==> src/hw/math_unit_macros.svh <==
/*
  Width macros for the integer math unit
  Operand width and the divider iteration counter size
*/
`ifndef MATH_UNIT_MACROS_SVH
`define MATH_UNIT_MACROS_SVH

// Operand width in bits, the results are two words wide
`define MATH_WIDTH 32

// Holds every step index of the divider plus one spare count
`define MATH_CNT_WIDTH ($clog2(`MATH_WIDTH) + 1)

`endif

==> src/hw/math_unit_pkg.sv <==
/*
  Shared types for the integer math unit
  Operation tag, multiply and divide result words,
  and the union carried on the shared result bus
*/
package math_unit_pkg;

  `include "math_unit_macros.svh"

  typedef enum logic {
    OP_MUL = 1'b0,
    OP_DIV = 1'b1
  } op_e;

  typedef struct packed {
    logic [`MATH_WIDTH-1:0] hi;
    logic [`MATH_WIDTH-1:0] lo;
  } mul_word_t;

  typedef struct packed {
    logic [`MATH_WIDTH-1:0] quot;
    logic [`MATH_WIDTH-1:0] rem;
  } div_word_t;

  // The tag on the bus says which view is valid
  typedef union packed {
    mul_word_t mul;
    div_word_t div;
  } result_word_u;

endpackage

==> src/hw/div_core.sv <==
/*
  Unsigned restoring divider
  One quotient bit per cycle, MSB first, under an iteration counter
  A zero divisor returns zero quotient and remainder on the next edge
*/
`timescale 1ns/1ps
`include "math_unit_macros.svh"

module div_core (
  input  logic                   clk,
  input  logic                   rst_n,
  input  logic                   start,
  input  logic [`MATH_WIDTH-1:0] dividend,
  input  logic [`MATH_WIDTH-1:0] divisor,
  output logic                   done,
  output logic [`MATH_WIDTH-1:0] quotient,
  output logic [`MATH_WIDTH-1:0] remainder
);
  localparam int W = `MATH_WIDTH;

  logic [2*W-2:0]             div_sh;
  logic [W-1:0]               rem_acc;
  logic [W-1:0]               quot_acc;
  logic [W-1:0]               quot_msk;
  logic [`MATH_CNT_WIDTH-1:0] iter;
  logic                       running;
  logic                       accept;
  logic                       zero_div;
  logic                       last;
  logic                       fits;
  logic [W-1:0]               rem_next;
  logic [W-1:0]               quot_next;

  assign accept   = start && !running;
  assign zero_div = accept && (divisor == '0);
  assign last     = running && (iter == (`MATH_CNT_WIDTH)'(W - 1));

  // Trial subtraction of the shifted divisor
  assign fits      = div_sh <= {{(W-1){1'b0}}, rem_acc};
  assign rem_next  = fits ? rem_acc - div_sh[W-1:0] : rem_acc;
  assign quot_next = fits ? quot_acc | quot_msk : quot_acc;

  always_ff @(posedge clk) begin
    if (!rst_n) begin
      running <= 1'b0;
      done    <= 1'b0;
      iter    <= '0;
    end else begin
      done <= zero_div | last;
      if (last)
        running <= 1'b0;
      else if (accept && !zero_div)
        running <= 1'b1;
      if (accept)
        iter <= '0;
      else if (running)
        iter <= iter + 1'b1;
    end
  end

  // Divisor starts aligned under the dividend MSB and walks right
  always_ff @(posedge clk) begin
    if (accept) begin
      div_sh   <= {divisor, {(W-1){1'b0}}};
      rem_acc  <= dividend;
      quot_acc <= '0;
      quot_msk <= {1'b1, {(W-1){1'b0}}};
    end else if (running) begin
      div_sh   <= div_sh >> 1;
      rem_acc  <= rem_next;
      quot_acc <= quot_next;
      quot_msk <= quot_msk >> 1;
    end
  end

  // Outputs hold until the next operation finishes
  always_ff @(posedge clk) begin
    if (zero_div) begin
      quotient  <= '0;
      remainder <= '0;
    end else if (last) begin
      quotient  <= quot_next;
      remainder <= rem_next;
    end
  end

endmodule

==> src/hw/div_sign_unit.sv <==
/*
  Signed wrapper around the unsigned divider core
  Takes magnitudes in, restores signs on completion,
  holds the result until the arbiter grants it, owns the busy flag
*/
`timescale 1ns/1ps
`include "math_unit_macros.svh"

module div_sign_unit (
  input  logic                     clk,
  input  logic                     rst_n,
  input  logic                     start,
  input  logic                     is_signed,
  input  logic [`MATH_WIDTH-1:0]   left,
  input  logic [`MATH_WIDTH-1:0]   right,
  input  logic                     grant,
  output logic                     busy,
  output logic                     pending,
  output math_unit_pkg::div_word_t result
);
  localparam int W = `MATH_WIDTH;

  logic         accept;
  logic         left_neg;
  logic         right_neg;
  logic         left_sign;
  logic         right_sign;
  logic         diff_signs;
  logic [W-1:0] left_abs;
  logic [W-1:0] right_abs;
  logic [W-1:0] right_save;
  logic         core_done;
  logic [W-1:0] core_quot;
  logic [W-1:0] core_rem;
  logic [W-1:0] rem_mid;

  assign accept    = start && !busy;
  assign left_neg  = is_signed & left[W-1];
  assign right_neg = is_signed & right[W-1];
  assign left_abs  = left_neg ? -left : left;
  assign right_abs = right_neg ? -right : right;

  // Floored remainder, follows the divisor sign
  assign diff_signs = left_sign ^ right_sign;
  assign rem_mid    = (diff_signs && |core_rem) ? right_save - core_rem : core_rem;

  div_core core0 (
    .clk       (clk),
    .rst_n     (rst_n),
    .start     (accept),
    .dividend  (left_abs),
    .divisor   (right_abs),
    .done      (core_done),
    .quotient  (core_quot),
    .remainder (core_rem)
  );

  always_ff @(posedge clk) begin
    if (accept) begin
      left_sign  <= left_neg;
      right_sign <= right_neg;
      right_save <= right_abs;
    end
  end

  always_ff @(posedge clk) begin
    if (!rst_n) begin
      busy    <= 1'b0;
      pending <= 1'b0;
    end else begin
      if (accept)
        busy <= 1'b1;
      else if (grant)
        busy <= 1'b0;
      if (core_done)
        pending <= 1'b1;
      else if (grant)
        pending <= 1'b0;
    end
  end

  // Quotient truncates toward zero
  always_ff @(posedge clk) begin
    if (core_done) begin
      result.quot <= diff_signs ? -core_quot : core_quot;
      result.rem  <= right_sign ? -rem_mid : rem_mid;
    end
  end

endmodule

==> src/hw/math_unit_top.sv <==
/*
  Integer math unit top level
  Pipelined multiplier and iterative divider sharing one
  registered result bus through a priority arbiter
*/
`timescale 1ns/1ps
`include "math_unit_macros.svh"

module math_unit_top (
  input  logic                        clk,
  input  logic                        rst_n,
  input  logic                        mul_start,
  input  logic                        div_start,
  input  logic                        is_signed,
  input  logic [`MATH_WIDTH-1:0]      left,
  input  logic [`MATH_WIDTH-1:0]      right,
  output logic                        result_valid,
  output math_unit_pkg::op_e          result_op,
  output math_unit_pkg::result_word_u result,
  output logic                        div_busy
);

  logic                     mul_valid;
  math_unit_pkg::mul_word_t mul_result;
  logic                     div_pending;
  math_unit_pkg::div_word_t div_result;
  logic                     div_grant;

  mul_pipe mul0 (
    .clk       (clk),
    .rst_n     (rst_n),
    .start     (mul_start),
    .is_signed (is_signed),
    .left      (left),
    .right     (right),
    .valid     (mul_valid),
    .result    (mul_result)
  );

  div_sign_unit div0 (
    .clk       (clk),
    .rst_n     (rst_n),
    .start     (div_start),
    .is_signed (is_signed),
    .left      (left),
    .right     (right),
    .grant     (div_grant),
    .busy      (div_busy),
    .pending   (div_pending),
    .result    (div_result)
  );

  result_arbiter arb0 (
    .clk          (clk),
    .rst_n        (rst_n),
    .mul_valid    (mul_valid),
    .mul_result   (mul_result),
    .div_pending  (div_pending),
    .div_result   (div_result),
    .div_grant    (div_grant),
    .result_valid (result_valid),
    .result_op    (result_op),
    .result       (result)
  );

endmodule

==> src/hw/mul_pipe.sv <==
/*
  Two-stage multiply pipeline
  Stage 1 registers the extended operands, stage 2 the full product
  Signed or unsigned per operation, one new operation per cycle
*/
`timescale 1ns/1ps
`include "math_unit_macros.svh"

module mul_pipe (
  input  logic                      clk,
  input  logic                      rst_n,
  input  logic                      start,
  input  logic                      is_signed,
  input  logic [`MATH_WIDTH-1:0]    left,
  input  logic [`MATH_WIDTH-1:0]    right,
  output logic                      valid,
  output math_unit_pkg::mul_word_t  result
);
  localparam int W = `MATH_WIDTH;

  logic           s1_valid;
  logic [2*W-1:0] s1_left;
  logic [2*W-1:0] s1_right;
  logic [2*W-1:0] product;

  // Low half of a double-width product is the same for both signednesses
  assign product = s1_left * s1_right;

  // Valid bits shadow the data through both stages
  always_ff @(posedge clk) begin
    if (!rst_n) begin
      s1_valid <= 1'b0;
      valid    <= 1'b0;
    end else begin
      s1_valid <= start;
      valid    <= s1_valid;
    end
  end

  // Stage 1, operands widened to the product width
  always_ff @(posedge clk) begin
    if (start) begin
      s1_left  <= {{W{is_signed & left[W-1]}}, left};
      s1_right <= {{W{is_signed & right[W-1]}}, right};
    end
  end

  // Stage 2
  always_ff @(posedge clk) begin
    if (s1_valid) begin
      result.hi <= product[2*W-1:W];
      result.lo <= product[W-1:0];
    end
  end

endmodule

==> src/hw/result_arbiter.sv <==
/*
  Fixed-priority arbiter for the shared result bus
  Multiplier always wins, divider goes when the multiplier is idle
  Registers the winning word, its tag and the valid pulse
*/
`timescale 1ns/1ps
`include "math_unit_macros.svh"

module result_arbiter (
  input  logic                        clk,
  input  logic                        rst_n,
  input  logic                        mul_valid,
  input  math_unit_pkg::mul_word_t    mul_result,
  input  logic                        div_pending,
  input  math_unit_pkg::div_word_t    div_result,
  output logic                        div_grant,
  output logic                        result_valid,
  output math_unit_pkg::op_e          result_op,
  output math_unit_pkg::result_word_u result
);

  // Multiplier has no back-pressure, so it never waits
  assign div_grant = div_pending && !mul_valid;

  always_ff @(posedge clk) begin
    if (!rst_n) begin
      result_valid <= 1'b0;
      result_op    <= math_unit_pkg::OP_MUL;
    end else begin
      result_valid <= mul_valid | div_grant;
      if (mul_valid)
        result_op <= math_unit_pkg::OP_MUL;
      else if (div_grant)
        result_op <= math_unit_pkg::OP_DIV;
    end
  end

  // Payload written through the view that matches the tag
  always_ff @(posedge clk) begin
    if (mul_valid)
      result.mul <= mul_result;
    else if (div_grant)
      result.div <= div_result;
  end

endmodule
==> config.mk <==
export PLATFORM = sky130hd
export DESIGN_NAME = math_unit_top
export DESIGN_NICKNAME = d
export VERILOG_FILES = /design/src/hw/math_unit_pkg.sv /design/src/hw/div_core.sv /design/src/hw/div_sign_unit.sv /design/src/hw/math_unit_top.sv /design/src/hw/mul_pipe.sv /design/src/hw/result_arbiter.sv
export VERILOG_INCLUDE_DIRS = /design/src /design/src/hw
export SDC_FILE = /design/constraint.sdc
export NUM_CORES = 2
export LEC_CHECK = 0
export BUFFER_PORTS_ARGS = -buffer_cell sky130_fd_sc_hd__buf_2
export CORE_ASPECT_RATIO = 1.1
export CORE_MARGIN = 5
export CORE_UTILIZATION = 35
export DETAILED_ROUTE_END_ITERATION = 10
export PLACE_DENSITY = 0.61
export SLEW_MARGIN = 20
export SYNTH_ARGS = -nofsm -noshare
export SYNTH_HDL_FRONTEND = slang
export SYNTH_SLANG_ARGS = --single-unit
==> constraint.sdc <==
create_clock -name clk -period 10.81 [get_ports clk]
set_input_delay 1.081 -clock clk [delete_from_list [all_inputs] [get_ports clk]]
set_output_delay 1.081 -clock clk [all_outputs]
set_load 0.01 [all_outputs]
## Word-level counts from Yosys, hierarchy flattened

Index checks and enable logic that the tools add are counted.
W data, S select, Z words.

- Register bits after elaboration: 529
- Input bits: 69
- Output and inout port bits: 67

- Equal/unequal tests: 1
- Bitwise gates (word level): 7
- Order comparisons: 1
- Reduce and logical (&&, ||, !) cells: 20
- Multipliers: 1
- Add/sub/neg operators: 7
- Mux-type cells: 16

Operators by type and width:

| kind | number |
|---|---|
| $mux W32 | 9 |
| $mux W64 | 2 |
| $neg A32 Y32 | 4 |
| $mux W63 | 2 |
| $mul A33 B33 Y64 | 1 |
| $sub A32 B32 Y32 | 2 |
| $le A63 B32 Y1 | 1 |
| $logic_not A32 Y1 | 1 |
| $or A32 B32 Y32 | 1 |
| $reduce_or A32 Y1 | 1 |
| $reduce_bool A2 Y1 | 4 |
| $logic_and A1 B1 Y1 | 7 |
| $add A6 B1 Y6 const B | 1 |
| $eq A6 B5 Y1 const B | 1 |
| $reduce_or A2 Y1 | 3 |
| $logic_not A1 Y1 | 4 |
| $mux W1 | 3 |
| $and A1 B1 Y1 | 2 |
| $or A1 B1 Y1 | 2 |
| $not A1 Y1 | 1 |
| $xor A1 B1 Y1 | 1 |

## Longest topological paths before layout

- Depth in word-level cells: 6
- Mapped depth: 30
- Mapped depth without buffers: 28

## Hierarchy

From an unflattened synthesis, not the netlist that was laid out.

- Cell total of the unflattened synthesis: 6,589
- Area total of the unflattened synthesis: 64,749.6 um^2

Modules (own cells, without submodules):

| module | sequential area each (um^2) | cells each | instances | area each (um^2) |
|---|---|---|---|---|
| mul_pipe | 3,943.8 | 4,250 | 1 | 42,175.4 |
| div_core | 5,265.0 | 1,302 | 1 | 11,526.1 |
| div_sign_unit | 2,982.9 | 895 | 1 | 8,174.1 |
| result_arbiter | 1,961.9 | 142 | 1 | 2,874.0 |

## Least setup slack after synthesis

Ideal clock, no wire load.

- Path type: reg-to-reg
- From: register mul0.s1_right[0]
- To: register mul0.result[60] (netlist name), data pin
- Period minus slack after synthesis: 7,996 ps
- Arrival time: 7,801 ps
- Data required time: 10,615 ps
- Slack: 2,814 ps
- Setup time: 195 ps
- Stages on the path, launching flop included: 23
- Path buffers: 1
- Cell sequence: edfxtp_1 clkbuf_1 and2_1 fa_1 fa_1 fa_1 inv_1 fa_1 inv_1 fa_1 fa_1 fa_1 inv_1 fa_1 inv_1 ha_1 nand2_1 a211oi_1 o32ai_1 o21ai_0 a41oi_1 or2_2 o311ai_0

- Longest elaborated chain between the ends: 1

RTL lines:

| item | RTL line | RTL |
|---|---|---|
| start, declared | mul_pipe.sv:23 | `logic [2*W-1:0] s1_right;` |
| start signal, assigned | mul_pipe.sv:44 | `s1_right <= {{W{is_signed & right[W-1]}}, right};` |
| $mul A33 B33 Y64 | mul_pipe.sv:27 | `assign product = s1_left * s1_right;` |
| net mul0.product[60] | mul_pipe.sv:24 | `logic [2*W-1:0] product;` |
| end, declared | mul_pipe.sv:17 | `output math_unit_pkg::mul_word_t result` |

The timed path passes the listed nets, and every way through them passes these cells.
A chain may end at the register's enable or synchronous reset.

## Final worst setup path

Ends and elaborated chain as after synthesis.

==> flow_summary.toml <==
[status]
status = "completed"

[worst_setup_path]
worst_path_dominant_cell_family = "adder cells"
cp_common_cell = "fa_1"
critical_path.max_stage_delay_ns = 0.68
cp_slowest_cell = "edfxtp_1"
r2r_slack_ns = 1.31
critical_path_class = "reg2reg"
required_ns = 11.14
cp_max_fo = 20
startpoint_type = "register"
critPathCaptureType = "register"
cp.arrival_ns = 9.83
worst-path-buf-inv = 9

[synth]
syn_avg_cell_area_um2 = 9.76
ys_async_sr_fraction_pct = 0
yosys_most_used_dff = "edfxtp_1"
ys_types = 86
syn_inst = 6557
syn-cell-area_mm2 = 0.0640
seq_area_frac_synth_pct = 22.1
syn-num-nets = 8065
synth_seq_cells = 529
yosys_warnings = 0
synth-edff-count = 356

[finish]
drive_gt1_share_pct = 6.55
layout.cells.non_filler = 8995
syn2layout_area_growth_pct = 8.12
fillers = 18100
nets = 8026

[clock_network]
clock-sinks = 529
root_buffer = "clkbuf_16"
cts_made_buffers = 55
insertion_delay_ns = 0.68
cts_tree = "built"
cts_htree_levels = 2
clk_pin_slew_ns = 0.06
clk_path_buf_depth = 3
cts_hold_buf = 0
post_cts_buffers = 0
cts_resized = 0

[timing]
skew_ns = 0.0794
finalHoldViolations = 0
max_clock_freq_mhz = 105
fin_crit_ns = 9.50
tns_ns = 0
finalCritPeriodShare_pct = 87.9
relSlewSlack_pct = 20.0
rsz0062_at_grt = "no"
hold_ws_ns = 0.467
worst_pin_slew_ns = 1.20
slew_violations = 0
setup_viol = 0

[floorplanning]
fp-row-count = 164
die_h_um = 458
start_util_pct = 35.2
io_pins = 136
die_x_um = 418
die_area_mm2 = 0.191
core_area_mm2 = 0.182

[global_routing]
track_usage_pct = 19.3
overflow = 0
first_global_vias = 48100
grt_pass1_wl_um = 289000
antenna_found_initial = 46
grt_max_degree = 110

[routing]
routed_wl_um = 183000
dr.first_iter.drc_count = 3029
drt-pass1-iter-count = 5
vias = 45300
wire_per_inst_um = 20.4
detail-route-antenna-nets = 0
drc = 0
vias_per_cell = 5.04

[flow_run]
maxCapViolCount = 0

[placement]
dp_cells = 8863
io_buffers = 135
dp_hpwl_um = 148000
gp_congestion = 0.902

[min_path]
hp-class = "reg2reg"
==> worst reg2reg max path: cells and delay by family, from the launching register on <==
kind                     cells  cell delay (ns)
AO/OA/AOI/OAI               10             2.68
buffers and inverters        9             1.02
flip-flops                   1             0.68
adder cells (fa/ha/maj)      9             4.40
AND/OR/NAND/NOR              2             0.38
==> metal layers <==
metal | vias to the layer above | track usage, % | wire, µm
met5 | - | 0 | 14
met4 | 2 | 8.36 | 8880
met3 | 279 | 1.94 | 9320
met2 | 1272 | 33.0 | 90000
met1 | 23300 | 25.0 | 75000
li1 | 20500 | - | -
==> layout make-up <==
class	count	area (µm²)	area share, %
clock inverters	28	323	0.467
well taps	2407	3010	4.35
multi-input cells	4498	44100	63.8
diodes	24	60.1	0.0868
inverters	1205	4520	6.54
repair buffers	229	1440	2.08
flip-flops and latches	529	14200	20.5
clock buffers	75	1540	2.23
==> cell families (layout without fill, tap and decap cells) <==
group | after synthesis | in the layout | share of synthesized area [%]
and+or+nand+nor | 1911 | 1911 | 14.6
buffers and inverters | 1530 | 1537 | 9.03
adders and majority gates | 1439 | 1439 | 41.4
AOI/OAI and AO/OA | 830 | 830 | 8.29
DFF | 529 | 529 | 22.1
xor gates and xnor gates | 241 | 241 | 3.30
muxes | 77 | 77 | 1.34
other | 0 | 24 | 0
==> Yosys cell counts, types with 11 or more instances <==
library cell | count | area share (%)
a22o_1 | 20 | 0.27
fa_1 | 1127 | 35
a21oi_1 | 258 | 2.0
o41ai_1 | 14 | 0.19
mux2_2 | 68 | 1.2
a211o_1 | 11 | 0.15
nor4_1 | 32 | 0.31
edfxtp_1 | 356 | 17
o21ai_0 | 163 | 1.3
a211oi_1 | 51 | 0.60
or4_1 | 18 | 0.21
and2_1 | 553 | 5.4
xor2_1 | 97 | 1.3
o31ai_1 | 56 | 0.66
inv_1 | 1203 | 7.1
o21a_1 | 29 | 0.34
o22ai_1 | 24 | 0.23
nor2_1 | 280 | 1.6
clkbuf_1 | 301 | 1.8
a21o_1 | 69 | 0.81
and3_1 | 19 | 0.19
nor3_1 | 45 | 0.35
xnor2_1 | 144 | 2.0
buf_1 | 17 | 0.10
nand3_1 | 45 | 0.35
nand4_1 | 17 | 0.17
or3_1 | 24 | 0.23
nand2_1 | 777 | 4.6
a31oi_1 | 26 | 0.25
dfxtp_1 | 173 | 5.4
or2_2 | 12 | 0.12
nor2b_1 | 19 | 0.19
o211ai_1 | 19 | 0.22
ha_1 | 312 | 6.1
nand2b_1 | 24 | 0.23
==> cells in the final DEF, fill, tap and decap left out, drive strengths merged, types with 69 or more instances in the layout <==
cell	synthesis	layout
a21o	69	69
a21oi	259	259
and2	555	555
buf	24	229
clkbuf	301	75
dfxtp	173	173
edfxtp	356	356
fa	1127	1127
ha	312	312
inv	1203	1209
nand2	777	777
nor2	281	281
o21ai	165	165
xnor2	144	144
xor2	97	97
==> flip-flops by register name, indices dropped and copies added (netlist names), 6 cells and up <==
| register | flops |
|---|---|
| div0.core0.div_sh | 63 |
| div0.core0.quotient | 32 |
| div0.core0.quot_acc | 32 |
| div0.right_save | 32 |
| div0.result | 64 |
| div0.core0.rem_acc | 32 |
| div0.core0.quot_msk | 32 |
| mul0.s1_left | 33 |
| mul0.s1_right | 33 |
| div0.core0.remainder | 32 |
| mul0.result | 64 |
| arb0.result | 64 |
| div0.core0.iter | 6 |
==> worst paths after layout <==
kind | endpoint | cells past startpoint | startpoint
max | mul0.result[60]$_DFFE_PP_ | 30 | mul0.s1_right[0]$_DFFE_PP_
min reg2reg | div0.core0.quot_msk[1]$_SDFFE_PP0P_ | 2 | div0.core0.quot_msk[2]$_SDFFE_PP0P_
min | div0.core0.quot_msk[1]$_SDFFE_PP0P_ | 2 | div0.core0.quot_msk[2]$_SDFFE_PP0P_
max reg2reg | mul0.result[60]$_DFFE_PP_ | 30 | mul0.s1_right[0]$_DFFE_PP_
==> through the flow <==
step                worst slack [ns]  cell area, µm²  util (%)
floorplan                       2.81           64000         -
global placement                1.45           67100      36.9
detailed placement              1.42           67200      36.9
CTS                             1.33           69000      38.0
global route                   0.902           69200      38.0
finish                          1.31           69200      38.1
Power is left out: the tool's default activity adds up to more than one toggle a clock period on the data nets, which glitch-free logic cannot reach.
